### src/hdl/gat_cfg_pkg.sv
`default_nettype none

package gat_cfg_pkg;

  // ================================================
  // Sizes
  // ================================================
  localparam int NUM_FEAT    = 4;
  localparam int WH_DEPTH    = 64;
  localparam int WH_ADDR_W   = 6;
  localparam int ALPHA_DEPTH = 16;
  localparam int ALPHA_PTR_W = $clog2(ALPHA_DEPTH);
  localparam int FEAT_DEPTH  = 16;
  localparam int FEAT_ADDR_W = 4;
  localparam int MAX_NODES   = 15;
  localparam int NODE_CNT_W  = $clog2(MAX_NODES + 1);
  localparam int GRP_CNT_W   = 8;

  // Fixed point, coefficient is Q1.15
  localparam int WH_W       = 12;
  localparam int ALPHA_W    = 16;
  localparam int ALPHA_FRAC = 15;
  localparam int ACC_W      = 24;
  // Wh times zero-extended coefficient
  localparam int PROD_W     = WH_W + ALPHA_W + 1;

  typedef logic signed [WH_W-1:0]   wh_val_t;
  typedef logic [ALPHA_W-1:0]       alpha_t;
  typedef logic signed [ACC_W-1:0]  acc_t;
  typedef logic [ACC_W-1:0]         feat_val_t;
  typedef logic [NODE_CNT_W-1:0]    node_cnt_t;
  typedef logic [WH_ADDR_W-1:0]     wh_addr_t;
  typedef logic [FEAT_ADDR_W-1:0]   feat_addr_t;

endpackage

`default_nettype wire
### src/hdl/gat_bus_pkg.sv
`default_nettype none

package gat_bus_pkg;
  import gat_cfg_pkg::*;

  // One projected neighbour vector plus group framing
  typedef struct packed {
    wh_val_t [NUM_FEAT-1:0] vals;
    node_cnt_t              count;
    logic                   start;
  } wh_entry_t;

  typedef struct packed {
    logic      valid;
    wh_addr_t  addr;
    wh_entry_t entry;
  } wh_wr_t;

  typedef struct packed {
    feat_val_t [NUM_FEAT-1:0] vals;
  } feat_word_t;

  // Four-phase feature memory port
  typedef struct packed {
    logic       req;
    logic       write;
    feat_addr_t addr;
    feat_word_t data;
  } mem_req_t;

  typedef struct packed {
    logic       ack;
    feat_word_t rdata;
  } mem_rsp_t;

endpackage

`default_nettype wire

### src/hdl/feature_mem_arbiter.sv
`default_nettype none

module feature_mem_arbiter
  import gat_cfg_pkg::*;
  import gat_bus_pkg::*;
(
  input  logic     clk,
  input  logic     rst_n,
  input  mem_req_t a_req,
  output mem_rsp_t a_rsp,
  input  mem_req_t b_req,
  output mem_rsp_t b_rsp
);

  typedef enum logic [1:0] {
    IDLE,
    ACK_A,
    ACK_B
  } arb_state_e;

  arb_state_e state;
  logic       last_b;
  logic       grant_a;
  logic       grant_b;
  logic       a_ack;
  logic       b_ack;
  mem_req_t   sel;
  feat_word_t rdata_q;
  feat_word_t mem [FEAT_DEPTH];

  // ================================================
  // Round-robin grant, only with no open transaction
  // ================================================
  always_comb begin
    grant_a = (state == IDLE) && a_req.req && (!b_req.req || last_b);
    grant_b = (state == IDLE) && b_req.req && (!a_req.req || !last_b);
    sel     = grant_b ? b_req : a_req;
  end

  always_ff @(posedge clk or negedge rst_n) begin
    if (!rst_n) begin
      state  <= IDLE;
      last_b <= 1'b0;
      a_ack  <= 1'b0;
      b_ack  <= 1'b0;
    end else begin
      case (state)
        IDLE: begin
          if (grant_a) begin
            a_ack  <= 1'b1;
            last_b <= 1'b0;
            state  <= ACK_A;
          end else if (grant_b) begin
            b_ack  <= 1'b1;
            last_b <= 1'b1;
            state  <= ACK_B;
          end
        end
        ACK_A: begin
          if (!a_req.req) begin
            a_ack <= 1'b0;
            state <= IDLE;
          end
        end
        ACK_B: begin
          if (!b_req.req) begin
            b_ack <= 1'b0;
            state <= IDLE;
          end
        end
        default: state <= IDLE;
      endcase
    end
  end

  // Access happens on the edge that raises ack
  always_ff @(posedge clk) begin
    if (grant_a || grant_b) begin
      if (sel.write) begin
        mem[sel.addr] <= sel.data;
      end else begin
        rdata_q <= mem[sel.addr];
      end
    end
  end

  always_comb begin
    a_rsp.ack   = a_ack;
    a_rsp.rdata = rdata_q;
    b_rsp.ack   = b_ack;
    b_rsp.rdata = rdata_q;
  end

endmodule

`default_nettype wire

### config.mk
export PLATFORM = sky130hd
export DESIGN_NAME = feature_mem_arbiter
export DESIGN_NICKNAME = d
export VERILOG_FILES = /design/src/hdl/gat_cfg_pkg.sv /design/src/hdl/gat_bus_pkg.sv /design/src/hdl/feature_mem_arbiter.sv
export SDC_FILE = /design/constraint.sdc
export NUM_CORES = 2
export LEC_CHECK = 0
export BUFFER_PORTS_ARGS = -buffer_cell sky130_fd_sc_hd__buf_2
export CAP_MARGIN = 20
export CORE_AREA = 10 10 363 629
export DETAILED_ROUTE_END_ITERATION = 10
export DIE_AREA = 0 0 373 639
export PLACE_DENSITY_LB_ADDON = 0.08
export RECOVER_POWER = 50
export SLEW_MARGIN = 30
export SYNTH_ARGS = -nofsm -noshare
export SYNTH_HDL_FRONTEND = slang
export SYNTH_SLANG_ARGS = --single-unit
### constraint.sdc
create_clock -name clk -period 10 [get_ports clk]
set_input_delay 1 -clock clk [delete_from_list [all_inputs] [get_ports clk]]
set_output_delay 1 -clock clk [all_outputs]
set_load 0.005 [all_outputs]
# ---- Word level (Yosys, flattened, before mapping)
# Memory sizes are Yosys's and may differ from the RTL's. A register that Yosys moved wholly into a read port is not among the register bits.
# Index checks and enable logic that the tools add are counted.
dict set report totals {
  memories 1
  ram_bits 1536
  out_inout_bits 194
  reg_bits 5
}
# name depth width read_ports rd_ports_with_merged_regs wr line
set mem_list {}
lappend mem_list {mem 16 96 1 1 1 feature_mem_arbiter.sv:29} ;# feat_word_t mem [FEAT_DEPTH];
dict set report classes {
  bitwise_logic 1
  n_reduce_logical 19
  mux 17
  eq_ne 8
}
# cell count
set ops {}
lappend ops {{two-way mux 101 bit} 1}
lappend ops {{inequality test 2 bit, second input constant} 5}
lappend ops {{two-way mux 1 bit} 9}
lappend ops {{two-way mux 2 bit} 4}
lappend ops {{one-hot mux 2 bit (3 select lines)} 1}
lappend ops {{AND reduction 3 bit} 2}
lappend ops {{nonzero test 2 bit} 3}
lappend ops {{logical AND 1 bit} 4}
lappend ops {{one-hot mux 1 bit (2 select lines)} 2}
lappend ops {{AND reduction 2 bit} 2}
lappend ops {{AND reduction 4 bit} 1}
lappend ops {{logical NOT 1 bit} 3}
lappend ops {{logical OR 1 bit} 3}
lappend ops {{inequality test 3 bit, second input constant} 1}
lappend ops {{equality test 2 x 1 -> 1 bit, second input constant} 1}
lappend ops {{equality test 2 bit, second input constant} 1}
lappend ops {{logical NOT 2 bit} 1}
lappend ops {{NOT 1 bit} 1}

# ---- Depth between registers and ports, before layout
dict set report depth {
  word_depth 7
  depth_mapped 11
  ltp_nobuf 5
}

# ---- Least setup slack after synthesis
# No wires, ideal clock.
dict set report synth_timing {
  path_type {input-to-reg}
  start {input b_req[101] (netlist name)}
  end {memory mem[11][0] (netlist name), enable pin}
  t_arrival_ns 8.746
  stages 9
  path_slack_ns 0.586
  required_time_ns 9.332
  path_buffers 5
  cell_sequence {a21boi_2 > buf_6 > nand2_4 > buf_6 > buf_6 > buf_2 > buf_2 > mux2i_1 > nor3_1}
}
dict set report synth_via {
  elab_chain_len 6
}
# item line
set synth_rtl {}
lappend synth_rtl {{from (decl)} feature_mem_arbiter.sv:11} ;# input mem_req_t b_req,
lappend synth_rtl {{logical AND 1 bit / logical NOT 1 bit (equally long branches)} --}
lappend synth_rtl {{logical AND 1 bit / logical OR 1 bit (equally long branches)} {feature_mem_arbiter.sv:36, feature_mem_arbiter.sv:35}}
lappend synth_rtl {{two-way mux 101 bit / logical AND 1 bit (equally long branches)} {feature_mem_arbiter.sv:37, feature_mem_arbiter.sv:35}}
lappend synth_rtl {{two-way mux 1 bit / logical OR 1 bit (equally long branches)} {feature_mem_arbiter.sv:79, feature_mem_arbiter.sv:78}}
lappend synth_rtl {{two-way mux 1 bit} feature_mem_arbiter.sv:78} ;# if (grant_a || grant_b) begin
lappend synth_rtl {{two-way mux 1 bit (not written as such)} feature_mem_arbiter.sv:80} ;# mem[sel.addr] <= sel.data;
lappend synth_rtl {{to (decl)} feature_mem_arbiter.sv:29}
# Several ways; a longest one is shown, not always the timed one.

==> out/qor.csv <==
stage;metric;value;unit
routing;met1 WL;109300;µm
routing;First DRT Iteration DRCs;4199;
routing;post-DR wirelength/cell;31.96;µm
grt;GRT Util Overall;0.2156;
critical_path;critical path's top delay family;buffers and inverters;
status;status;finished with violations;
power;Net Sw Frac;0.2845;
min_path;Hold Path Class;input pin to flip-flop;
yosys;Synth area leader;edfxtp_1;
cells_and_area;most frequent cells in the layout;edfxtp_1, nand2_1, a21oi_1;
routing;DRT Pass-1 Iters;5;
critical_path;critical path peak fanout;63;
sta;Relative slew margins;-1.873;
power;worst vdd ir;0.1390;mV
sta;Setup TNS;0;ps
grt;gr ovfl total;0;
power;PwrDens;200.9;nW/µm²
critical_path;reg2reg path depth;5;
die;IO Count;400;
cts;clk_lat worst skew;840;ps
cts;CTS tree;built;
critical_path;worst path bufs/invs;1;
routing;Final ANT Viol Nets;0;
cts;CTS buffer count;169;
yosys;Synth top area share;0.6467;
power;clock network power share;0.359;
power;Internal;12.16;mW
yosys;Post-Synthesis Cells;5184;
sta;fmax;0.1386;GHz
sta;RSZ-0062 raised after global routing;false;
die;Die Ht;639;µm
yosys;syn avg cell area;14.62;µm²
grt;vias in the first global route;52260;
routing;DRC viols;0;
sta;measured slew at the worst slew-check pin;4310;ps
cells_and_area;Area Overhead vs Synth;11.68;%
yosys;post-synth cell types;42;
sta;crit share post-route;0.7213;
yosys;synth top area cells;edfxtp_1, mux4_2, nand2b_1, a21oi_1, nand2_1;
critical_path;worst path arrival time;7710;ps
cells_and_area;most common cell after layout, fill and taps aside;edfxtp_1;
die;Initial Utilization;0.3479;
power;Leakage Power;26.51;nW
critical_path;cells along the critical path;a21bo_1 > nor2_1 > clkbuf_1 > nand2_1 > nand2_1;
sta;WHS;434.6;ps
die;Die ar.;238300;µm²
flow_run;maximum capacitance violations;14;
cts;CTS Root Cell;clkbuf_16;
grt;first-pass GRT wire length;377700;µm
critical_path;most frequent CP cell;nand2_1;
cts;Sink Count;1637;
die;FP Rows;227;
cts;Post-CTS Resized;0;
critical_path;Crit path depth;5;
grt;initial antenna violation count;10;
cts;htree depth;4;
critical_path;Worst Path Class, Setup;flip-flop to flip-flop;
yosys;YS warnings;0;
cells_and_area;Final nets;5493;
sta;clock skew;37.63;ps
routing;via/cell ratio;5.960;
sta;Hold Vio Cnt, Final;0;
routing;total vias in the final route;49330;
routing;DR WL met2;135300;µm
yosys;register area share after synthesis;0.6483;
routing;Total Wirelength;264500;µm
cts;Longest Clk Path Bufs;4;
critical_path;Worst Path Required;10500;ps
cells_and_area;layout cell share with drive strength beyond 1;0.1798;
yosys;Post-Syn Area;75780;µm²
power;Seq pwr share;0.484;
sta;fin crit period;7213;ps
critical_path;Slowest Stage Delay on Critical Path;3060;ps
sta;Max Slew Vio Count;451;
placed_design;number of port buffers;399;
grt;largest net degree at the start of global routing;155;
critical_path;crit path launch type;flip-flop;
yosys;Synthesized Nets;5390;
sta;final setup fails;0;
status;failing checks;capacitance limit, slew limit;
placed_design;routability congestion estimate;0.7355;
die;Core Footprint;217800;µm²
critical_path;crit end category;flip-flop;
routing;uppermost layer routed;met5;
routing;DR WL met3;13000;µm
min_path;Worst Hold Path Cells;2;
power;Comb pwr share;0.157;
placed_design;DPL Wire Length;137200;µm
yosys;#FFs+latches synth;1637;
die;Chip Width;373;µm
cts;Reg clk slew, reported paths;60;ps
power;P_sw;4.837;mW
critical_path;Crit-path slowest cell;clkbuf_1;
final cells by class:
type / count / area [µm²]
multi-input cells: 2951 / 23850
fillers: 20250 / 133200
well taps: 2862 / 3581
flip-flops and latches: 1637 / 49130
diodes: 2 / 5.005
clock buffers: 205 / 4385
repair buffers: 524 / 2947
inverters: 4 / 15.01
clock inverters: 92 / 715.7
synth_stat cells:
library cell  number
nand2_4            1
a21bo_2            1
nand3_1          193
buf_4            114
edfxtp_1        1632
o21ai_0          196
a2111oi_2          1
and2_1             2
mux2i_1            3
nand2_1          482
a221oi_1         182
o2bb2a_1           1
nor2_1           116
o2bb2ai_1          1
a21boi_1           1
a221oi_2          10
a31oi_2            3
a311oi_1         192
buf_6             26
a31oi_1            1
or4_1             96
nor3_1             5
and3_1             1
nor2b_1            4
o21a_1             1
a21oi_1          389
o22ai_1           96
and4_1             4
clkbuf_1         352
a31oi_4            1
or2_2              1
a211oi_1         192
nand2b_1         387
buf_2             68
buf_1             32
nor2_2             1
dfrtp_1            5
o22a_1             1
o2111ai_1          1
inv_1              4
a21boi_2           1
mux4_2           384
layer usage:
metal	global-route usage	up-vias
li1	-	20920
met1	0.2709	26240
met2	0.3888	1762
met3	0.02665	408
met4	0.05929	4
met5	0	-
metrics by stage:
| stage | util | instance area (µm²) | power [mW] | setup WS (ps) | cells |
|---|---|---|---|---|---|
| detailed placement | 0.3665 | 79840 | 11.09 | 4257 | 7974 |
| floorplan | - | 75780 | 9.914 | 586.0 | 5184 |
| global route | 0.3885 | 84630 | 17.59 | 2453 | 8276 |
| global placement | 0.3658 | 79700 | 11.06 | 4210 | 7969 |
| finish | 0.3885 | 84630 | 17.00 | 2787 | 8277 |
| CTS | 0.3899 | 84950 | 17.20 | 4937 | 8272 |
flip-flops by register name, indices dropped and copies added, names as in the netlist:
register  flops
a_ack         1
a_rsp        96
b_ack         1
last_b        1
mem        1536
state         2
worst reg2reg max path, cell delays in order, from the launching register on:
cell      delay (ps)
dfrtp_1          450
a21bo_1          920
nor2_1          1350
clkbuf_1        3070
nand2_1          280
nand2_1          770
cells by family (layout without fill, tap and decap cells):
| kind of cell | Yosys count | in the layout | share of synthesized area |
|---|---|---|---|
| flops | 1637 | 1637 | 0.6483 |
| simple gates | 1293 | 1293 | 0.08551 |
| compound gates | 1271 | 1271 | 0.1128 |
| buf+inv | 596 | 825 | 0.03886 |
| mux | 387 | 387 | 0.1145 |
| other cells | 0 | 2 | 0 |
power by group through the flow:
stage,combinational (mW),sequential (mW),clock (mW)
floorplan,1.63,8.29,0
global placement,2.69,8.37,0
detailed placement,2.72,8.37,0
CTS,2.72,8.23,6.25
global route,2.87,8.24,6.48
finish,2.67,8.23,6.10
worst paths after layout:
kind / end / slack (ps) / start
worst min register to register: a_ack / 560 / a_ack
min in group asynchronous: last_b / 740 / rst_n
max in group asynchronous: state[1] / 9030 / rst_n
worst max register to register: mem[3][52] / 2790 / last_b
worst min-delay path: last_b / 430 / a_req[101]
worst max-delay path: mem[3][52] / 2790 / last_b
what timing repair did:
item,4_1_cts,5_1_grt
setup buffers,0,0
hold endpoints to repair,5,0
hold buffers,1,0
Power figures use the tool's default switching activity.
