==> config.mk <==
export PLATFORM = sky130hd
export DESIGN_NAME = feature_aggregator
export DESIGN_NICKNAME = d
export VERILOG_FILES = /design/src/hdl/gat_cfg_pkg.sv /design/src/hdl/gat_bus_pkg.sv /design/src/hdl/feature_aggregator.sv
export SDC_FILE = /design/constraint.sdc
export NUM_CORES = 2
export LEC_CHECK = 0
export BUFFER_PORTS_ARGS = -buffer_cell sky130_fd_sc_hd__buf_2
export CAP_MARGIN = 10
export CORE_UTILIZATION = 50
export CTS_CLUSTER_SIZE = 10
export DETAILED_ROUTE_END_ITERATION = 16
export MAX_ROUTING_LAYER = met4
export PLACE_DENSITY = 0.68
export SLEW_MARGIN = 20
export SYNTH_ARGS = -nofsm -noshare
export SYNTH_HDL_FRONTEND = slang
export SYNTH_SLANG_ARGS = --single-unit
==> constraint.sdc <==
create_clock -name clk -period 10.3 [get_ports clk]
set_clock_uncertainty 0.1 [all_clocks]
set_input_delay 2.06 -clock clk [delete_from_list [all_inputs] [get_ports clk]]
set_output_delay 2.06 -clock clk [all_outputs]
set_load 0.01 [all_outputs]
==> src/hdl/gat_cfg_pkg.sv <==
`default_nettype none

package gat_cfg_pkg;

  // ================================================
  // Sizes
  // ================================================
  localparam int NUM_FEAT    = 4;
  localparam int WH_DEPTH    = 64;
  localparam int WH_ADDR_W   = 6;
  localparam int ALPHA_DEPTH = 16;
  localparam int ALPHA_PTR_W = $clog2(ALPHA_DEPTH);
  localparam int FEAT_DEPTH  = 16;
  localparam int FEAT_ADDR_W = 4;
  localparam int MAX_NODES   = 15;
  localparam int NODE_CNT_W  = $clog2(MAX_NODES + 1);
  localparam int GRP_CNT_W   = 8;

  // Fixed point, coefficient is Q1.15
  localparam int WH_W       = 12;
  localparam int ALPHA_W    = 16;
  localparam int ALPHA_FRAC = 15;
  localparam int ACC_W      = 24;
  // Wh times zero-extended coefficient
  localparam int PROD_W     = WH_W + ALPHA_W + 1;

  typedef logic signed [WH_W-1:0]   wh_val_t;
  typedef logic [ALPHA_W-1:0]       alpha_t;
  typedef logic signed [ACC_W-1:0]  acc_t;
  typedef logic [ACC_W-1:0]         feat_val_t;
  typedef logic [NODE_CNT_W-1:0]    node_cnt_t;
  typedef logic [WH_ADDR_W-1:0]     wh_addr_t;
  typedef logic [FEAT_ADDR_W-1:0]   feat_addr_t;

endpackage

`default_nettype wire
==> src/hdl/gat_bus_pkg.sv <==
`default_nettype none

package gat_bus_pkg;
  import gat_cfg_pkg::*;

  // One projected neighbour vector plus group framing
  typedef struct packed {
    wh_val_t [NUM_FEAT-1:0] vals;
    node_cnt_t              count;
    logic                   start;
  } wh_entry_t;

  typedef struct packed {
    logic      valid;
    wh_addr_t  addr;
    wh_entry_t entry;
  } wh_wr_t;

  typedef struct packed {
    feat_val_t [NUM_FEAT-1:0] vals;
  } feat_word_t;

  // Four-phase feature memory port
  typedef struct packed {
    logic       req;
    logic       write;
    feat_addr_t addr;
    feat_word_t data;
  } mem_req_t;

  typedef struct packed {
    logic       ack;
    feat_word_t rdata;
  } mem_rsp_t;

endpackage

`default_nettype wire

==> src/hdl/feature_aggregator.sv <==
`default_nettype none

module feature_aggregator
  import gat_cfg_pkg::*;
  import gat_bus_pkg::*;
(
  input  logic                 clk,
  input  logic                 rst_n,
  input  logic                 alpha_empty,
  output logic                 alpha_pop,
  input  alpha_t               alpha,
  output wh_addr_t             wh_addr,
  input  wh_entry_t            wh_data,
  output mem_req_t             mem_req,
  input  mem_rsp_t             mem_rsp,
  output logic [GRP_CNT_W-1:0] groups_written
);

  typedef enum logic [1:0] {
    IDLE,
    REQ,
    WAIT_DROP
  } wr_state_e;

  wr_state_e            state;
  wh_addr_t             rd_ptr;
  logic                 freeze;
  logic                 req_q;
  feat_word_t           word_q;
  feat_word_t           relu_word;

  // Stage 1 sits beside the buffer read register
  logic                 s1_vld;
  alpha_t               s1_alpha;
  acc_t [NUM_FEAT-1:0]  prod;

  logic                 s2_vld;
  logic                 s2_start;
  node_cnt_t            s2_cnt;
  acc_t [NUM_FEAT-1:0]  s2_prod;

  acc_t [NUM_FEAT-1:0]  acc;
  acc_t [NUM_FEAT-1:0]  acc_next;
  node_cnt_t            rem;
  node_cnt_t            grp_len;
  logic                 s2_end;

  // ================================================
  // Pop control and pipeline stall
  // ================================================
  assign s2_end    = s2_vld && (grp_len == node_cnt_t'(1));
  // A group end cannot land on the word still being written
  assign freeze    = (state != IDLE) && s2_end;
  assign alpha_pop = !alpha_empty && !freeze;
  // While frozen, re-read the entry held in stage 1
  assign wh_addr   = freeze ? rd_ptr - wh_addr_t'(1) : rd_ptr;

  always_ff @(posedge clk or negedge rst_n) begin
    if (!rst_n) begin
      rd_ptr <= '0;
      s1_vld <= 1'b0;
      s2_vld <= 1'b0;
    end else begin
      if (alpha_pop) begin
        rd_ptr <= rd_ptr + wh_addr_t'(1);
      end
      if (!freeze) begin
        s1_vld <= alpha_pop;
        s2_vld <= s1_vld;
      end
    end
  end

  // ================================================
  // Datapath
  // ================================================
  // Product scaled back by the fraction bits, floor truncation
  always_comb begin
    logic signed [PROD_W-1:0] full_prod;
    for (int i = 0; i < NUM_FEAT; i++) begin
      full_prod = $signed(wh_data.vals[i]) * $signed({1'b0, s1_alpha});
      prod[i]   = acc_t'(full_prod >>> ALPHA_FRAC);
    end
  end

  always_comb begin
    grp_len = s2_start ? s2_cnt : rem;
    for (int i = 0; i < NUM_FEAT; i++) begin
      acc_next[i]       = s2_start ? s2_prod[i] : acc[i] + s2_prod[i];
      relu_word.vals[i] = acc_next[i][ACC_W-1] ? '0 : feat_val_t'(acc_next[i]);
    end
  end

  always_ff @(posedge clk) begin
    if (!freeze) begin
      s1_alpha <= alpha;
      s2_prod  <= prod;
      s2_start <= wh_data.start;
      s2_cnt   <= wh_data.count;
    end
    if (s2_vld && !freeze) begin
      acc <= acc_next;
    end
    if (state == IDLE && s2_end) begin
      word_q <= relu_word;
    end
  end

  // Neighbours left in the current group
  always_ff @(posedge clk or negedge rst_n) begin
    if (!rst_n) begin
      rem <= '0;
    end else if (s2_vld && !freeze) begin
      rem <= grp_len - node_cnt_t'(1);
    end
  end

  // ================================================
  // Four-phase write of the finished word
  // ================================================
  always_ff @(posedge clk or negedge rst_n) begin
    if (!rst_n) begin
      state          <= IDLE;
      req_q          <= 1'b0;
      groups_written <= '0;
    end else begin
      case (state)
        IDLE: begin
          if (s2_end) begin
            req_q <= 1'b1;
            state <= REQ;
          end
        end
        REQ: begin
          if (mem_rsp.ack) begin
            req_q <= 1'b0;
            state <= WAIT_DROP;
          end
        end
        WAIT_DROP: begin
          if (!mem_rsp.ack) begin
            groups_written <= groups_written + 1'b1;
            state          <= IDLE;
          end
        end
        default: state <= IDLE;
      endcase
    end
  end

  // Group index is the low bits of the completed count
  always_comb begin
    mem_req.req   = req_q;
    mem_req.write = 1'b1;
    mem_req.addr  = feat_addr_t'(groups_written);
    mem_req.data  = word_q;
  end

endmodule

`default_nettype wire

Yosys cells after proc, flatten, opt, wreduce, memory -nomap -nowiden
Cells that the tools add are included.

word-level totals
  register bits = 292
  output and inout bits = 117

cells by class
  add/subtract/negate cells = 8
  multiply operators = 4
  equality and inequality tests = 6
  multiplexer cells = 13
  bitwise operators = 1
  reduce and logical (&&, ||, !) cells = 13

operator list
  kind                 count
  $mul 12x17->29       4
  $add 24x14->24       4
  $mux 24              4
  $add 8x1->8 const B  1
  $add 6x1->6 const B  1
  $mux 2               3
  $mux 6               1
  $ne 2x2->1 const B   3
  $pmux 2 s3           1
  $reduce_and 3->1     2
  $sub 6x1->6 const B  1
  $logic_and 1x1->1    5
  $eq 4x1->1 const B   1
  $mux 4               1
  $reduce_bool 2->1    2
  $sub 4x1->4 const B  1
  $eq 2x1->1 const B   1
  $eq 2x2->1 const B   1
  $logic_not 1->1      2
  $logic_not 2->1      1
  $mux 1               2
  $pmux 1 s2           1
  $reduce_and 2->1     1
  $not 1->1            1

Logic depth before layout (Yosys ltp)
  depth in word-level cells = 6
  depth in mapped cells = 24

Least setup slack after synthesis
OpenSTA, ideal clock, no wires.

  path type = register -> register
  start point = register s2_start
  end point = register word_q (netlist bit mem_req[0]), enable pin
  data arrival time = 7612 ps
  setup slack = 1932 ps
  cell stages (with the launch flop) = 7
  cells stage by stage = edfxtp_1 buf_4 clkbuf_1 mux2i_1 ha_1 nand3_1 nor3_1

between the ends
  longest elaborated chain between the ends = 4

RTL lines
  what                      RTL line                   source
  start: declaration        feature_aggregator.sv:38   logic s2_start;
  start signal: assignment  feature_aggregator.sv:98   s2_start <= wh_data.start;
  $mux 4                    feature_aggregator.sv:87   grp_len = s2_start ? s2_cnt : rem;
  $eq 4x1->1                feature_aggregator.sv:51   assign s2_end = s2_vld && (grp_len == node_cnt_t'(1));
  $logic_and 1x1->1         feature_aggregator.sv:51
  $logic_and 1x1->1         feature_aggregator.sv:104  if (state == IDLE && s2_end) begin
  end signal: assignment    feature_aggregator.sv:105  word_q <= relu_word;
  end: declaration          feature_aggregator.sv:29   feat_word_t word_q;

No other way between the ends.
A chain may end at the register's enable or synchronous reset.

==> run summary <==
Detailed Place HPWL - 63.1 mm
Reg clk slew, reported paths - 50 ps
drt drc - 0
CTS root buffer - clkbuf_16
CP Launch Type - input port
area post-placement - 0.0403 mm2
Mapped Area - 0.0386 mm2
Congestion Overflow GR - 0
Post-CTS Resized - 0
first-pass GRT wire length - 143 mm
status - completed
hold_sp - s1_vld
Synth top area share - 29.0%
row count - 101
Routed wire per std cell - 16.7 um
port buffer count - 184
Die Span Y - 280 um
RR Startpoint - s1_alpha[9]
placed insts - 5110
hold crit path type - flop to flop
chip width - 280 um
Area contributors post-synth - fa_1, edfxtp_1, ha_1, inv_1, nand2_1
LEAKAGE - 20.3 nW
Commonest cells post-synth - inv_1, nand2_1, fa_1
Post-DRT Antenna Nets - 0
I/O pins - 286
clock net sink count - 288
gr usage total - 23.5%
Clock Latency Late Sink - 570 ps
max cap viols - 0
initial drt markers - 1397
setup TNS - 0 ps
count of final max-slew check failures - 0
Layout area overhead - 7.39%
R2R setup slack - 3090 ps
largest net degree at the start of global routing - 75
unrepaired setup endpoints after global routing - no
Synth Area per Inst - 9.57 um2
post-synthesis cell type count - 84
Rel. slew slack - 27.4%
Place WS - 2010 ps
WL final - 86.3 mm
GPL Wtd Cong - 0.857
pwr/cell area - 277 mW/mm2
post-CTS setup buffer count - 0
Final Critical Period - 7740 ps
EDFF count, synth - 265
Post-Syn Instances - 4038
cell accounting for the most synthesized area - fa_1
cell area after layout - 0.0415 mm2
Pre-Repair DR Iteration Count - 5
Placeable Area - 0.0762 mm2
crit-path max FO - 12
Vias - 27300
vias per cell - 5.27
Seq/Total Area, Yosys - 22.1%
Worst Setup Slack, final - 2560 ps
Die ar. - 0.0784 mm2
Fillers - 6833
initial core utilization - 50.7%
share of cells above drive strength 1 - 7.31%
Main synth FF type - edfxtp_1
H-tree Lvls - 2
Critical path origin - wh_data[40]
CTS tree - done
asr flop ratio synth - 7.99%
post-route insts no fill - 5180
Final Hold Fails - 0
initial antenna violation count - 4
# hold bufs at CTS - 0
WP data required - 10490 ps
Warnings, synthesis - 0
CTS Buf Count - 38
crit path capture type - flop
most common cell in the netlist - inv_1
Yosys reg bits - 288
clk buf depth - 3
# setup viols final - 0
peak supply drop - 0.184 mV
fmax - 129 MHz
Crit Path Class - input port to flop
worst-margin pin slew - 1090 ps
Final #Nets - 5270
crit share post-route - 75.1%
critical path arrival - 7930 ps
number of global-route vias before repair - 27800
[worst paths after layout]
kind,endpoint,depth (start not counted)
setup reg to reg,s2_prod[36],22
hold / removal,s2_vld,1
min in group asynchronous,groups_written[4],1
hold reg to reg,s2_vld,1
max in group asynchronous,rd_ptr[1],1
setup / recovery,s2_prod[60],19
[layer usage]
layer	GRT usage (%)	routed length (um)	vias to the layer above
met5	-	0	-
met4	3.99	1250	0
met3	4.21	6200	90
met2	36.9	39200	810
met1	32.1	39700	13500
li1	-	-	12900
[flip-flops by register name, indices dropped and copies added (netlist names)]
signal / flops
acc: 96
state: 2
s2_start: 1
s2_vld: 1
groups_written: 8
req_q: 1
s2_prod: 56
mem_req: 92
rem: 4
s1_vld: 1
s2_cnt: 4
rd_ptr: 6
s1_alpha: 16
[kinds of logic (layout without fill, tap and decap cells)]
| family | count (synthesis) | count (layout) | synth area share, % |
|---|---|---|---|
| AO/OA/AOI/OAI | 406 | 406 | 6.88 |
| XOR/XNOR | 141 | 141 | 3.23 |
| adder cells (fa/ha/maj) | 981 | 981 | 42.6 |
| AND/OR/NAND/NOR | 1286 | 1286 | 15.6 |
| buffers and inverters | 920 | 1025 | 9.16 |
| multiplexers | 14 | 14 | 0.379 |
| other | 2 | 9 | 0.0194 |
| flip-flops | 288 | 288 | 22.1 |
[final cells by class]
| class | instances | area (um2) | area share (%) |
|---|---|---|---|
| multi-input cells | 2833 | 26600 | 64.1 |
| flip-flops and latches | 288 | 8530 | 20.6 |
| inverters | 750 | 2820 | 6.80 |
| well taps | 1030 | 1290 | 3.11 |
| repair buffers | 209 | 1110 | 2.67 |
| clock buffers | 56 | 1070 | 2.58 |
| clock inverters | 10 | 80.1 | 0.193 |
| diodes | 4 | 10.0 | 0.0241 |
[worst max-delay path, stage by stage]
cell	delay, ps
buf_2	180
inv_1	470
nor2_1	110
fa_1	530
fa_1	440
fa_1	480
fa_1	540
fa_1	420
ha_1	320
a2111oi_0	330
o21ai_0	160
o21a_1	180
o2bb2ai_2	170
o41ai_2	400
o211ai_1	260
a221oi_1	420
nand2b_1	160
a21oi_1	200
xnor2_1	90
[cells in the final DEF, fill, tap and decap left out, drive strengths merged, types with 9 or more instances in the layout]
| master | instances |
|---|---|
| nor2 | 193 |
| edfxtp | 265 |
| ha | 421 |
| xnor2 | 82 |
| nand2 | 604 |
| nand4 | 17 |
| nand3 | 30 |
| a21oi | 118 |
| o21a | 27 |
| o21ai | 91 |
| and4 | 9 |
| o21bai | 17 |
| and3 | 16 |
| dfrtp | 23 |
| xor2 | 59 |
| nor2b | 42 |
| buf | 209 |
| a21o | 53 |
| a211oi | 16 |
| clkbuf | 56 |
| nor3b | 9 |
| a31oi | 13 |
| mux2i | 9 |
| inv | 751 |
| nor3 | 49 |
| and2 | 248 |
| nand2b | 38 |
| fa | 560 |
[where the power goes]
group	leakage (nW)	switching (mW)	internal [mW]	total, mW
Combinational	16.8	4.60	3.45	8.05
Sequential	2.90	0.194	2.01	2.20
Clock	0.557	0.524	0.721	1.25
Total	20.3	5.32	6.18	11.5
[stage by stage]
stage,power (mW),util [%],hold WS [ps]
floorplan,8.41,-,340
global placement,10.1,52.9,356
detailed placement,10.2,52.9,360
CTS,11.6,54.5,370
global route,12.8,54.5,393
finish,11.5,54.5,371
(Power assumes the default switching activity.)
