`config.mk`:
```
export PLATFORM = sky130hd
export DESIGN_NAME = alpha_fifo
export DESIGN_NICKNAME = d
export VERILOG_FILES = /design/src/hdl/gat_cfg_pkg.sv /design/src/hdl/alpha_fifo.sv
export SDC_FILE = /design/constraint.sdc
export NUM_CORES = 1
export LEC_CHECK = 0
export BUFFER_PORTS_ARGS = -buffer_cell sky130_fd_sc_hd__buf_2
export CAP_MARGIN = 20
export CORE_AREA = 2 2 158 121
export CTS_CLUSTER_DIAMETER = 150
export DETAILED_ROUTE_END_ITERATION = 10
export DIE_AREA = 0 0 160 123
export PLACE_DENSITY = 0.81
export RECOVER_POWER = 100
export SLEW_MARGIN = 30
export SYNTH_ARGS = -nofsm -noshare
export SYNTH_HDL_FRONTEND = slang
export SYNTH_SLANG_ARGS = --single-unit
```
`constraint.sdc`:
```
create_clock -name clk -period 3.11 [get_ports clk]
set_clock_uncertainty 0.1 [all_clocks]
set_input_delay 0.4665 -clock clk [delete_from_list [all_inputs] [get_ports clk]]
set_output_delay 0.4665 -clock clk [all_outputs]
set_load 0.005 [all_outputs]
```
`src/hdl/gat_cfg_pkg.sv`:
```
`default_nettype none

package gat_cfg_pkg;

  // ================================================
  // Sizes
  // ================================================
  localparam int NUM_FEAT    = 4;
  localparam int WH_DEPTH    = 64;
  localparam int WH_ADDR_W   = 6;
  localparam int ALPHA_DEPTH = 16;
  localparam int ALPHA_PTR_W = $clog2(ALPHA_DEPTH);
  localparam int FEAT_DEPTH  = 16;
  localparam int FEAT_ADDR_W = 4;
  localparam int MAX_NODES   = 15;
  localparam int NODE_CNT_W  = $clog2(MAX_NODES + 1);
  localparam int GRP_CNT_W   = 8;

  // Fixed point, coefficient is Q1.15
  localparam int WH_W       = 12;
  localparam int ALPHA_W    = 16;
  localparam int ALPHA_FRAC = 15;
  localparam int ACC_W      = 24;
  // Wh times zero-extended coefficient
  localparam int PROD_W     = WH_W + ALPHA_W + 1;

  typedef logic signed [WH_W-1:0]   wh_val_t;
  typedef logic [ALPHA_W-1:0]       alpha_t;
  typedef logic signed [ACC_W-1:0]  acc_t;
  typedef logic [ACC_W-1:0]         feat_val_t;
  typedef logic [NODE_CNT_W-1:0]    node_cnt_t;
  typedef logic [WH_ADDR_W-1:0]     wh_addr_t;
  typedef logic [FEAT_ADDR_W-1:0]   feat_addr_t;

endpackage

`default_nettype wire
```
`src/hdl/alpha_fifo.sv`:
```
`default_nettype none

module alpha_fifo
  import gat_cfg_pkg::*;
(
  input  logic   clk,
  input  logic   rst_n,
  input  logic   push,
  input  alpha_t din,
  output logic   full,
  input  logic   pop,
  output alpha_t dout,
  output logic   empty
);

  logic [ALPHA_PTR_W-1:0] wr_ptr;
  logic [ALPHA_PTR_W-1:0] rd_ptr;
  logic [ALPHA_PTR_W:0]   count;
  logic                   do_push;
  logic                   do_pop;
  alpha_t                 mem [ALPHA_DEPTH];

  // Blocked requests are simply dropped
  assign do_push = push && !full;
  assign do_pop  = pop && !empty;

  assign full  = (count == (ALPHA_PTR_W + 1)'(ALPHA_DEPTH));
  assign empty = (count == '0);
  assign dout  = mem[rd_ptr];

  always_ff @(posedge clk) begin
    if (do_push) begin
      mem[wr_ptr] <= din;
    end
  end

  // Pointers wrap on their own width
  always_ff @(posedge clk or negedge rst_n) begin
    if (!rst_n) begin
      wr_ptr <= '0;
      rd_ptr <= '0;
      count  <= '0;
    end else begin
      if (do_push) begin
        wr_ptr <= wr_ptr + 1'b1;
      end
      if (do_pop) begin
        rd_ptr <= rd_ptr + 1'b1;
      end
      case ({do_push, do_pop})
        2'b10:   count <= count + 1'b1;
        2'b01:   count <= count - 1'b1;
        default: count <= count;
      endcase
    end
  end

endmodule

`default_nettype wire

```
After elaboration in Yosys (flattened, before gate mapping)

Memories as Yosys holds them, arrays and structs flattened.
Index checks and enable logic that the tools add are counted.

Output and inout port bits: 18
Logic and storage cells: 20
Memory bits (writable): 256
Bits in registers: 13
Input bits: 20
Memories kept: 1

Equality and inequality tests: 3
Add/sub/neg operators: 4
Muxes and demuxes: 3
Reductions and logical operators: 6

Memories:

| name | depth | width | rd ports | clocked after memory_dff | wr ports | line             | RTL |
|---|---|---|---|---|---|---|---|
| mem  | 16    | 16    | 1        | 0                        | 1        | alpha_fifo.sv:21 | `alpha_t mem [ALPHA_DEPTH];` |

Operator list:

| cell                                                | count |
|---|---|
| one-hot mux 5 bit (2 select lines)                  | 1 |
| adder 4 x 1 -> 4 bit, second input constant         | 2 |
| adder 5 x 1 -> 5 bit, second input constant         | 1 |
| equality test 5 bit, second input constant          | 1 |
| logical NOT 5 bit                                   | 1 |
| subtractor 5 x 1 -> 5 bit, second input constant    | 1 |
| equality test 2 x 1 -> 1 bit, second input constant | 1 |
| equality test 2 bit, second input constant          | 1 |
| logical AND 1 bit                                   | 2 |
| logical NOT 1 bit                                   | 2 |
| two-way mux 1 bit                                   | 2 |
| nonzero test 2 bit                                  | 1 |

Longest topological paths before layout

Gate-level depths: netlist (run 1).

Depth in word-level cells: 5
Mapped depth: 13
Depth with buffers taken out: 12

Least setup slack after synthesis (run 1)

No wires, ideal clock.

Path kind: register to register
Start point: register count[1]
End point: register count[4]
Cell stages (with the launch flop): 14
Arrival time: 2,506 ps
Data required time: 2,887 ps
Path slack: 381 ps
Path through: dfrtp_1 > nor4_2 > nand2_1 > and2_1 > buf_2 > inv_1 > ha_1 > inv_1 > fa_1 > nor2b_1 > o21ai_1 > nand3_1 > or3b_1 > xnor2_1

Longest elaborated chain between the ends: 5

Ends and longest elaborated chain:

| item                                                                            | line                               | RTL |
|---|---|---|
| start, declared                                                                 | alpha_fifo.sv:18                   | `logic [ALPHA_PTR_W:0] count;` |
| start signal, assigned                                                          | alpha_fifo.sv:51                   | `2'b10: count <= count + 1'b1;` |
| start signal, assigned                                                          | alpha_fifo.sv:52                   | `2'b01: count <= count - 1'b1;` |
| start signal, assigned                                                          | alpha_fifo.sv:53                   | `default: count <= count;` |
| equality test 5 bit / logical NOT 5 bit (equally long branches)                 | alpha_fifo.sv:27, alpha_fifo.sv:28 |  |
| logical NOT 1 bit (on tied branches)                                            | alpha_fifo.sv:24, alpha_fifo.sv:25 |  |
| logical AND 1 bit (on tied branches)                                            | alpha_fifo.sv:24, alpha_fifo.sv:25 |  |
| equality test 2 x 1 -> 1 bit / equality test 2 bit (equally long branches)      | alpha_fifo.sv:50                   | `case ({do_push, do_pop})` |
| one-hot mux 5 bit (2 select lines) / nonzero test 2 bit (equally long branches) | n/a                                |  |

Several ways; a longest one is shown, not always the timed one.
A chain may end at the register's enable or synchronous reset.

Final worst setup path (run 1)

Start point: register rd_ptr[1]
End point: output port dout[0]

Longest elaborated chain between the ends: 1

Ends and longest elaborated chain:

| item                   | line             | RTL |
|---|---|---|
| start, declared        | alpha_fifo.sv:17 | `logic [ALPHA_PTR_W-1:0] rd_ptr;` |
| start signal, assigned | alpha_fifo.sv:48 | `rd_ptr <= rd_ptr + 1'b1;` |
| memory (16 x 16 bit)   | n/a              |  |
| end, declared          | alpha_fifo.sv:12 | `output alpha_t dout,` |

Every way passes these cells.

==> results of run 1 <==
-- state kept, by name, summed over array words and instances (netlist names) --
signal / flops
rd_ptr: 4
mem: 256
count: 5
wr_ptr: 4
-- cells in the final DEF, fill, tap and decap left out, types with 5 or more instances in the layout --
cell / synthesis / layout
edfxtp_1: 256 / 256
mux2i_1: 65 / 65
clkbuf_1: 6 / 42
mux4_2: 32 / 32
nand2_1: 25 / 26
a221oi_2: 29 / 25
clkbuf_16: 0 / 25
o21ai_0: 18 / 19
a22oi_1: 16 / 16
buf_2: 5 / 16
nor2_1: 12 / 12
dfrtp_1: 13 / 12
inv_1: 8 / 8
ha_1: 9 / 8
a221oi_1: 3 / 7
xnor2_1: 7 / 7
buf_4: 7 / 7
clkinv_1: 1 / 6
clkinv_2: 0 / 5
clkbuf_2: 0 / 5
-- cells by family (layout without fill, tap and decap cells) --
| logic type | after synthesis | count (layout) | synth area share, % |
|---|---|---|---|
| muxes | 98 | 98 | 12.72 |
| DFF | 269 | 269 | 73.54 |
| AOI/OAI and AO/OA | 71 | 71 | 6.420 |
| xor gates and xnor gates | 10 | 10 | 0.8039 |
| buffers and inverters | 42 | 128 | 2.871 |
| adders and majority gates | 10 | 10 | 1.217 |
| and+or+nand+nor | 55 | 56 | 2.423 |
-- layer usage --
metal / track usage [%] / share of wire, % / vias to the layer above
met4: 6.025 / 1.9 / 0
met1: 33.78 / 41 / 2860
met5: 0 / 0 / -
met3: 3.925 / 7.5 / 43
li1: - / - / 2393
met2: 39.37 / 49 / 216
-- cell type report --
| class | count | area [um2] | share of cell area [%] |
|---|---|---|---|
| inverters | 9 | 33.78 | 0.2790 |
| flip-flops and latches | 269 | 8016 | 66.21 |
| well taps | 247 | 309.0 | 2.552 |
| multi-input cells | 245 | 2551 | 21.07 |
| clock inverters | 15 | 126.4 | 1.044 |
| repair buffers | 77 | 437.9 | 3.617 |
| clock buffers | 27 | 633.1 | 5.229 |
-- timing repair --
item / CTS / global route
hold endpoints to repair: 13 / 0
setup endpoints to repair: 16 / 15
pin swaps: 1 / 0
gates resized for setup: 1 / 4
hold buffers: 1 / 0
cloned: 1 / 0
buffers inserted: 1 / 2
-- through the flow --
| stage | util (%) | hold slack [ns] | std cells | power (uW) | area, um2 |
|---|---|---|---|---|---|
| final | 66.58 | 0.2903 | 889 | 11200 | 12110 |
| after detailed placement | 63.00 | 0.2673 | 842 | 8395 | 11460 |
| after floorplan | - | 0.07091 | 555 | 7364 | 10900 |
| after global placement | 62.77 | 0.2631 | 840 | 8182 | 11410 |
| after global routing | 66.58 | 0.2950 | 889 | 11690 | 12110 |
| after CTS | 67.35 | 0.2175 | 887 | 11330 | 12250 |
-- power by group through the flow --
stage	Sequential (uW)	Combinational, uW	Clock (uW)
6_report	4620	3710	2870
5_1_grt	4650	3990	3050
4_1_cts	4640	3770	2920
3_5_place_dp	4740	3660	0
3_3_place_gp	4710	3470	0
2_1_floorplan	4570	2790	0
-- critical path: cells and delay by family, from the launching register on --
family | cells | cell delay (ns)
AO/OA/AOI/OAI | 2 | 0.44
flip-flops | 1 | 0.40
buffers and inverters | 2 | 0.49
AND/OR/NAND/NOR | 2 | 0.54
-- worst paths after layout --
path / depth (start not counted) / to / slack [ns]
hold reg to reg: 1 / count[4]$_DFFE_PN0P_ / 0.42
setup reg to reg: 12 / count[4]$_DFFE_PN0P_ / 0.20
setup / recovery: 6 / dout[0] / 0.14
min in group asynchronous: 2 / count[3]$_DFFE_PN0P_ / 0.42
max in group asynchronous: 2 / rd_ptr[0]$_DFFE_PN0P_ / 1.96
hold / removal: 3 / wr_ptr[0]$_DFFE_PN0P_ / 0.29
==> metrics.md, run 1 <==
| Metric | Value |
|---|---|
| Min-Delay Startpoint | push |
| Fin nets | 657 |
| Asr flop ratio synth | 4.833% |
| Hold WC Path Type | primary input to register |
| Worst stage delay on the critical path | 0.46 ns |
| Highest Clock Rate | 336.3 MHz |
| Initial Util | 59.91% |
| Final Hold Fails | 0 |
| Syn nets | 585 |
| H-tree depth | 1 |
| Reported net switching power | 3594 uW |
| RSZ-0062 raised after global routing | no |
| WP data arrival | 2.41 ns |
| Clk sink count | 269 |
| Ys Warns | 0 |
| # IOs | 38 |
| Mapped Area | 0.01090 mm2 |
| CTS Buf Count | 25 |
| Post-synthesis cell type count | 39 |
| Pre-antenna DRT Iters | 7 |
| Setup-failing EPs final | 0 |
| Initial drt markers | 567 |
| CP required | 2.54 ns |
| Initial antenna violation count | 0 |
| Part of the power in registers | 41.3% |
| Number of remaining DRC errors | 0 |
| Worst-Margin Slew | 1.058 ns |
| Overflow after GRT | 0 |
| Row count | 43 |
| DR vias/cell | 6.200 |
| Post-synth top area cell | edfxtp_1 |
| Slowest library cell on the worst path | and2_4 |
| Post-DRT Antenna Nets | 0 |
| Comb pwr share | 33.1% |
| Setup ws final | 0.1365 ns |
| CTS max path bufs | 3 |
| Routed wire length | 22800 um |
| Int Pwr | 7606 uW |
| Rel. slew slack | 29.49% |
| Outcome | completed |
| Crit end category | output port |
| Pre-CTS WS | 0.1704 ns |
| CP Launch Type | register |
| Wire per inst | 25.65 um |
| Gr usage total | 23.75% |
| Post-synth EDFFs | 256 |
| Most common library cells after synthesis | 256 x edfxtp_1, 65 x mux2i_1, 32 x mux4_2 |
| TNS Setup | 0 ns |
| Die area | 0.01968 mm2 |
| Switch share | 32.09% |
| Die width | 160 um |
| Type of the worst setup path | register to output port |
| Largest net degree at the start of global routing | 37 |
| Post-synth top area share | 70.56% |
| Die Ht | 123 um |
| CORE AREA | 0.01818 mm2 |
| First-pass GRT wire length | 34160 um |
| Number of fillers in the final layout | 1253 |
| TritonCTS clock tree | built |
| Slew Viols, Final | 0 |
| Placer Congestion | 0.8474 |
| Top FF cell, synth | edfxtp_1 |
| Synth top area cells | edfxtp_1 71%, mux4_2 6.6%, mux2i_1 6.0% |
| Diode count | 0 |
| DP HPWL | 13630 um |
| Crit path cell chain | buf_6, and2_4, a221oi_1, a22oi_1, nand2_1, clkbuf_1 |
| Worst VDD drop | 0.7576 mV |
| Leakage | 0.004126 uW |
| Final min period | 2.973 ns |
| PD cells | 925.0 mW/mm2 |
| Most numerous cell in the Yosys netlist | edfxtp_1 |
| Number of max-cap violations | 0 |
| Startpoint of the worst-slack reg-to-reg timing path | count[1]$_DFFE_PN0P_ |
| Clock power share | 25.7% |
| Vias in the first global route | 5679 |
| Synth Area per Inst | 19.63 um2 |
| Reg clk slew, reported paths | 0.06 ns |
| Sequential share of the synthesized area | 73.54% |
| CP startpoint | rd_ptr[1]$_DFFE_PN0P_ |
| Tcrit/Tclk final | 95.61% |
| Layout cell share with drive strength beyond 1 | 21.03% |
| Port buffer count | 37 |
| Synthesized netlist cell count | 555 |
| Crit Path Max Fanout | 36 |
| Via count | 5512 |
| Root Buffer | clkbuf_16 |
| FF+latch count, synth | 269 |
| Later-pin clock latency in the skew report | 0.51 ns |
| Area grow syn2layout | 11.13% |
Note: power is estimated with default switching activity, not from simulation.
==> inputs of run 2 (changes only) <==
--- a/config.mk
+++ b/config.mk
@@ -13,6 +13,7 @@
 export DIE_AREA = 0 0 160 123
 export PLACE_DENSITY = 0.81
 export RECOVER_POWER = 100
+export REMOVE_ABC_BUFFERS = 1
 export SLEW_MARGIN = 30
 export SYNTH_ARGS = -nofsm -noshare
 export SYNTH_HDL_FRONTEND = slang
==> run 2 against run 1 <==
Effect of this change: worst setup slack better by 0.0060 ns; critical path depth fell by 1; maximum frequency is 0.20% higher; clock power rose by 10%; largest cell class unchanged; wire length fell by 1.5%; via count about the same; hold slack better by 0.011 ns; combinational power is essentially flat.
==> metrics.md, run 2 (same netlist as run 1, synthesis figures left out) <==
| Metric | Value |
|---|---|
| Worst-Margin Slew | 0.9856 ns (was 1.058 ns) |
| WP data arrival | 2.40 ns (was 2.41 ns) |
| Top delay family on crit path | multiplexers (was simple AND/OR/NAND/NOR gates) |
| H-tree depth | 1 (unchanged) |
| Area grow syn2layout | 12.26% (was 11.13%) |
| Worst VDD drop | 0.5668 mV (was 0.7576 mV) |
| TNS Setup | 0 ns (unchanged) |
| DP HPWL | 13300 um (was 13630 um) |
| Reg clk slew, reported paths | 0.07 ns (was 0.06 ns) |
| Leakage | 0.004207 uW (was 0.004126 uW) |
| TritonCTS clock tree | built (unchanged) |
| Crit path cell chain | buf_6, mux4_2, a22oi_1, nand2_1, buf_2 (was buf_6, and2_4, a221oi_1, a22oi_1, nand2_1, clkbuf_1) |
| Register-to-register setup slack | 0.24 ns (was 0.20 ns) |
| Hold WC Path Type | primary input to register (unchanged) |
| Die width | 160 um (unchanged) |
| Final Hold Fails | 0 (unchanged) |
| Overflow after GRT | 0 (unchanged) |
| Dpl cells | 844 (was 842) |
| Clk sink count | 269 (unchanged) |
| Routed wire length | 22460 um (was 22800 um) |
| Rel. slew slack | 34.30% (was 29.49%) |
| Post-DRT Antenna Nets | 0 (unchanged) |
| Highest Clock Rate | 337.0 MHz (was 336.3 MHz) |
| Largest registers | mem (256), count (5) (unchanged) |
| CORE AREA | 0.01818 mm2 (unchanged) |
| Largest register by flop count | mem (unchanged) |
| Post-Route Utilization | 67.26% (was 66.58%) |
| Pre-antenna DRT Iters | 5 (was 7) |
| Commonest cells after routing, fill and taps aside | 256 x edfxtp_1, 65 x mux2i_1, 41 x clkbuf_1 (was 256 x edfxtp_1, 65 x mux2i_1, 42 x clkbuf_1) |
| Fin nets | 660 (was 657) |
| CP required | 2.54 ns (about the same) |
| Startpoint of the worst-slack reg-to-reg timing path | count[0]$_DFFE_PN0P_ (was count[1]$_DFFE_PN0P_) |
| Number of remaining DRC errors | 0 (unchanged) |
| Slowest library cell on the worst path | mux4_2 (was and2_4) |
| Die Ht | 123 um (unchanged) |
| Outcome | completed (unchanged) |
| Later-pin clock latency in the skew report | 0.51 ns (about the same) |
| CTS max path bufs | 3 (unchanged) |
| Type of the worst setup path | register to output port (unchanged) |
| Diode count | 0 (unchanged) |
| Number of max-cap violations | 0 (unchanged) |
| Tcrit/Tclk final | 95.42% (was 95.61%) |
| # IOs | 38 (unchanged) |
| Commonest non-fill, non-tap cell in the layout | edfxtp_1 (unchanged) |
| Placer Congestion | 0.7703 (was 0.8474) |
| CP Launch Type | register (unchanged) |
| Total Power | 11510 uW (was 11200 uW) |
| PD cells | 940.8 mW/mm2 (was 925.0 mW/mm2) |
| Layout Cells excl Fill | 895 (was 889) |
| Root Buffer | clkbuf_16 (unchanged) |
| DR vias/cell | 6.164 (was 6.200) |
| Slew Viols, Final | 0 (unchanged) |
| RSZ-0062 raised after global routing | no (unchanged) |
| Via count | 5517 (was 5512) |
| CTS Buf Count | 25 (unchanged) |
| Initial antenna violation count | 0 (unchanged) |
| Largest net degree at the start of global routing | 30 (was 37) |
| Max FFs per register | 256 (unchanged) |
| First-pass GRT wire length | 33980 um (was 34160 um) |
| Port buffer count | 37 (unchanged) |
| R2R cell count | 7 (was 12) |
| Gr usage total | 23.50% (was 23.75%) |
| Wire per inst | 25.10 um (was 25.65 um) |
| Die area | 0.01968 mm2 (unchanged) |
| Vias in the first global route | 5711 (was 5679) |
| Buf/Inv on CP | 2 (unchanged) |
| Layout cell share with drive strength beyond 1 | 22.38% (was 21.03%) |
| Initial Util | 59.91% (unchanged) |
| Design Area, Final | 0.01223 mm2 (was 0.01211 mm2) |
| Worst stage delay on the critical path | 0.57 ns (was 0.46 ns) |
| Crit Path Max Fanout | 29 (was 36) |
| Min-Delay Startpoint | pop (was push) |
| Setup-failing EPs final | 0 (unchanged) |
| Initial drt markers | 540 (was 567) |
| Final min period | 2.967 ns (was 2.973 ns) |
| FF-to-FF End | mem[9][4]$_DFFE_PP_ (was count[4]$_DFFE_PN0P_) |
| Row count | 43 (unchanged) |
| Hold path depth | 3 (unchanged) |
| Cell area after placement | 0.01149 mm2 (was 0.01146 mm2) |
| Crit end category | output port (unchanged) |
| Worst Hold Path EP | rd_ptr[0]$_DFFE_PN0P_ (was wr_ptr[0]$_DFFE_PN0P_) |
[run 2: how the worst max path moves through the flow]
stage | start | endpoint | slack (ns) | depth (start not counted)
detailed placement | count[0]$_DFFE_PN0P_ | count[4]$_DFFE_PN0P_ | 0.25 | 11
CTS | rd_ptr[1]$_DFFE_PN0P_ | dout[0] | 0.10 | 7
global route | rd_ptr[0]$_DFFE_PN0P_ | dout[9] | 0.02 | 5
floorplan | rd_ptr[0]$_DFFE_PN0P_ | dout[0] | -1.79 | 3
global placement | count[0]$_DFFE_PN0P_ | count[4]$_DFFE_PN0P_ | 0.38 | 11
finish | rd_ptr[0]$_DFFE_PN0P_ | dout[9] | 0.14 | 5
[run 2: area by class of cell]
type,count,area (um2)
multi-input cells,245,2571
well taps,247,309.0
clock inverters,17,211.5
clock buffers,28,636.9
inverters,9,33.78
repair buffers,80,451.7
fillers,1189,5953
flip-flops and latches,269,8018
[run 2: what timing repair did]
item	in CTS	in global routing
setup buffers	1	3
setup endpoints to repair	5	4
resized for setup	0	2
cloned	1	0
hold buffers	1	0
hold endpoints to repair	13	0
pin swaps	1	0
[run 2: per-stage QoR]
step,hold slack [ns],setup WS (ns)
final,0.3012,0.1425
after global routing,0.3417,0.01859
after CTS,0.2191,0.1001
after detailed placement,0.2692,0.2464
after global placement,0.2673,0.3803
after floorplan,0.07091,-1.790
[run 2: routing by layer]
layer | vias up | track usage, % | part of all wire, %
li1 | 2404 | - | -
met1 | 2819 | 32.43 | 40
met2 | 264 | 40.29 | 50
met3 | 30 | 3.757 | 8.2
met4 | 0 | 5.743 | 1.6
met5 | - | 0 | 0
[run 2: power breakdown]
group / switching [uW] / internal, uW / leakage [uW]
clock: 1270 / 1890 / 0.000418
combinational: 2130 / 1580 / 0.00132
sequential: 234 / 4410 / 0.00246
total: 3630 / 7880 / 0.00421
[run 2: worst min-delay path, cell delays in order]
cell and delay (ns):
buf_2 0.09, nor2b_1 0.18, xor2_1 0.13
==> inputs of run 3 (changes only) <==
--- a/config.mk
+++ b/config.mk
@@ -7,13 +7,12 @@
 export LEC_CHECK = 0
 export BUFFER_PORTS_ARGS = -buffer_cell sky130_fd_sc_hd__buf_2
 export CAP_MARGIN = 20
-export CORE_AREA = 2 2 158 121
+export CORE_AREA = 2 2 166 127
 export CTS_CLUSTER_DIAMETER = 150
 export DETAILED_ROUTE_END_ITERATION = 10
-export DIE_AREA = 0 0 160 123
-export PLACE_DENSITY = 0.81
+export DIE_AREA = 0 0 168 129
+export PLACE_DENSITY = 0.71
 export RECOVER_POWER = 100
-export REMOVE_ABC_BUFFERS = 1
 export SLEW_MARGIN = 30
 export SYNTH_ARGS = -nofsm -noshare
 export SYNTH_HDL_FRONTEND = slang
==> constraint.sdc (replaced) <==
create_clock -name clk -period 2.5 [get_ports clk]
set_clock_uncertainty 0.1 [all_clocks]
set_input_delay 0.375 -clock clk [delete_from_list [all_inputs] [get_ports clk]]
set_output_delay 0.375 -clock clk [all_outputs]
set_load 0.005 [all_outputs]
==> run 3 against run 2 <==
Effect of this change: the flow now finishes with violations (setup timing); non-clock buffer count is 28 higher; worst setup slack worse by 0.39 ns; largest power group unchanged; critical path depth is 3 higher; design area is 5.3% higher; power is 35% higher; largest cell class unchanged; hold slack worse by 0.040 ns; sequential share of layout area is 3.3 points lower; sequential power is 23% higher; clock power is 31% higher; combinational power is 53% higher; utilization is 2.8 points lower; clock-buffer cell count is 8 higher.
==> metrics.md, run 3 (same netlist as run 1, synthesis figures left out) <==
| Metric | Value |
|---|---|
| Layout cell share with drive strength beyond 1 | 32.55% (was 22.38%) |
| Row count | 45 (was 43) |
| Buf/Inv on CP | 4 (was 2) |
| DP HPWL | 14210 um (was 13300 um) |
| Violated checks | setup timing |
| Initial drt markers | 524 (was 540) |
| Commonest cells after routing, fill and taps aside | 256 x edfxtp_1, 61 x mux2i_1, 49 x buf_4 (was 256 x edfxtp_1, 65 x mux2i_1, 41 x clkbuf_1) |
| Clock power share | 26.6% (was 27.4%) |
| Diode count | 0 (unchanged) |
| H-tree depth | 1 (unchanged) |
| Crit path cell chain | buf_12, buf_16, buf_4, mux2i_1, a221oi_2, a22oi_1, nand2_1, buf_2 (was buf_6, mux4_2, a22oi_1, nand2_1, buf_2) |
| Wire per inst | 24.81 um (was 25.10 um) |
| Tcrit/Tclk final | 109.9% |
| Hold WC Path Type | primary input to register (unchanged) |
| Via count | 5661 (was 5517) |
| Number of remaining DRC errors | 0 (unchanged) |
| Layout Cells excl Fill | 937 (was 895) |
| Setup ws final | -0.2486 ns (was 0.1425 ns) |
| Post-DRT Antenna Nets | 0 (unchanged) |
| Die width | 168 um (was 160 um) |
| Type of the worst setup path | register to output port (unchanged) |
| Root Buffer | clkbuf_16 (unchanged) |
| Largest registers | mem (256), count (5) (unchanged) |
| Largest register by flop count | mem (unchanged) |
| Number of fillers in the final layout | 1321 (was 1189) |
| Worst VDD drop | 0.8081 mV (was 0.5668 mV) |
| Overflow after GRT | 0 (unchanged) |
| # IOs | 38 (unchanged) |
| Dpl cells | 865 (was 844) |
| R2R cell count | 7 (unchanged) |
| Die Ht | 129 um (was 123 um) |
| Die area | 0.02167 mm2 (was 0.01968 mm2) |
| Cell area after placement | 0.01157 mm2 (was 0.01149 mm2) |
| Min-Delay Startpoint | din[3] (was pop) |
| Crit Path Max Fanout | 10 (was 29) |
| Reported net switching power | 4891 uW (was 3630 uW) |
| Later-pin clock latency in the skew report | 0.52 ns (was 0.51 ns) |
| Crit end category | output port (unchanged) |
| Routed wire length | 23240 um (was 22460 um) |
| CORE AREA | 0.01999 mm2 (was 0.01818 mm2) |
| Worst stage delay on the critical path | 0.50 ns (was 0.57 ns) |
| Largest net degree at the start of global routing | 21 (was 30) |
| Part of the power in registers | 36.9% (was 40.4%) |
| First-pass GRT wire length | 34980 um (was 33980 um) |
| Total Power | 15550 uW (was 11510 uW) |
| Switch share | 31.46% (was 31.54%) |
| CTS max path bufs | 3 (unchanged) |
| Area grow syn2layout | 18.25% (was 12.26%) |
| CP Launch Type | register (unchanged) |
| Hold path depth | 1 (was 3) |
| Hold Slack | 0.2608 ns (was 0.3012 ns) |
| Final min period | 2.749 ns |
| Port buffer count | 37 (unchanged) |
| Placer Congestion | 0.7963 (was 0.7703) |
| Initial antenna violation count | 0 (unchanged) |
| Max FFs per register | 256 (unchanged) |
| Vias in the first global route | 5631 (was 5711) |
| Gr usage total | 21.93% (was 23.50%) |
| Reg clk slew, reported paths | 0.06 ns (was 0.07 ns) |
| Worst-Margin Slew | 0.8611 ns (was 0.9856 ns) |
| PD cells | 1207 mW/mm2 (was 940.8 mW/mm2) |
| Fin nets | 689 (was 660) |
| Slew Viols, Final | 0 (unchanged) |
| RSZ-0062 raised after global routing | yes (was no) |
| Top delay family on crit path | buffers and inverters (was multiplexers) |
| Leakage | 0.004490 uW (was 0.004207 uW) |
| Slowest library cell on the worst path | dfrtp_4 (was mux4_2) |
| Pre-antenna DRT Iters | 5 (unchanged) |
| TritonCTS clock tree | built (unchanged) |
| Design Area, Final | 0.01288 mm2 (was 0.01223 mm2) |
| Initial Util | 54.51% (was 59.91%) |
| Final Hold Fails | 0 (unchanged) |
| Rel. slew slack | 42.28% (was 34.30%) |
| Clk sink count | 269 (unchanged) |
| Worst Hold Path EP | mem[3][3]$_DFFE_PP_ (was rd_ptr[0]$_DFFE_PN0P_) |
| Outcome | finished, violations left (was completed) |
| FF-to-FF End | mem[3][0]$_DFFE_PP_ (was mem[9][4]$_DFFE_PP_) |
| Post-Route Utilization | 64.46% (was 67.26%) |
| WP data arrival | 2.27 ns (was 2.40 ns) |
| Commonest non-fill, non-tap cell in the layout | edfxtp_1 (unchanged) |
| CTS Buf Count | 26 (was 25) |
| Comb pwr share | 36.5% (was 32.2%) |
| Int Pwr | 10660 uW (was 7878 uW) |
| Highest Clock Rate | 363.8 MHz |
| Setup-failing EPs final | 106 (was 0) |
| Register-to-register setup slack | -0.16 ns (was 0.24 ns) |
| CP required | 2.03 ns (was 2.54 ns) |
| Startpoint of the worst-slack reg-to-reg timing path | count[3]$_DFFE_PN0P_ (was count[0]$_DFFE_PN0P_) |
| DR vias/cell | 6.042 (was 6.164) |
| Number of max-cap violations | 0 (unchanged) |
[run 3: changes by cell type in the layout (fill, tap and decap cells not counted), sizes merged]
cell | previous run | this run
buf | 34 | 84
clkbuf | 73 | 59
clkinv | 12 | 7
clkinvlp | 0 | 2
inv | 9 | 7
[run 3: repair_timing]
item                       in CTS  in global routing
pin swaps                      36                 30
setup buffers                  15                  6
hold endpoints to repair       13                  0
hold buffers                    1                  0
resized for setup              23                 34
gates cloned                    4                  1
setup endpoints to repair      17                 27
[run 3: through the flow]
stage	setup WS, ns	TNS, ns
after floorplan	-0.06865	-0.06865
after global placement	-0.07917	-0.07917
after detailed placement	-0.1345	-0.1345
after CTS	-0.2842	-3.808
after global routing	-0.3230	-31.10
final	-0.2486	-10.54
[run 3: power by group through the flow]
stage          Clock, uW  Sequential (uW)  Combinational (uW)
2_1_floorplan          0             5690                3500
3_5_place_dp           0             5840                4790
3_3_place_gp           0             5810                4690
6_report            4140             5730                5680
4_1_cts             4200             5700                5490
5_1_grt             4380             5770                6040
[run 3: area by class of cell]
class / instances / area [um2] / area share [%]
clock inverters: 12 / 187.7 / 1.457
flip-flops and latches: 269 / 8016 / 62.22
repair buffers: 108 / 847.1 / 6.575
clock buffers: 36 / 729.5 / 5.662
multi-input cells: 245 / 2744 / 21.30
well taps: 258 / 322.8 / 2.506
inverters: 9 / 36.28 / 0.2816
[run 3: per-layer routing]
metal	up-vias	share of wire [%]	global-route usage [%]
met5	-	0	0
met4	0	1.8	4.143
met3	35	6.9	4.091
met2	213	49	36.02
met1	2945	42	31.59
li1	2468	-	-
[run 3: worst max path at each step]
| stage | start | endpoint | slack, ns | cells after the start |
|---|---|---|---|---|
| final | rd_ptr[0]$_DFFE_PN0P_ | dout[3] | -0.25 | 8 |
| after global routing | rd_ptr[0]$_DFFE_PN0P_ | dout[3] | -0.32 | 8 |
| after CTS | rd_ptr[0]$_DFFE_PN0P_ | dout[2] | -0.28 | 7 |
| after detailed placement | count[2]$_DFFE_PN0P_ | count[4]$_DFFE_PN0P_ | -0.13 | 12 |
| after global placement | count[2]$_DFFE_PN0P_ | count[4]$_DFFE_PN0P_ | -0.08 | 12 |
| after floorplan | count[2]$_DFFE_PN0P_ | count[4]$_DFFE_PN0P_ | -0.07 | 13 |
[run 3: worst reg2reg max path: cells and delay by family (launching register included)]
kind | cells | cell delay (ns)
buffers and inverters | 2 | 0.62
flip-flops | 1 | 0.41
AND/OR/NAND/NOR | 5 | 1.25
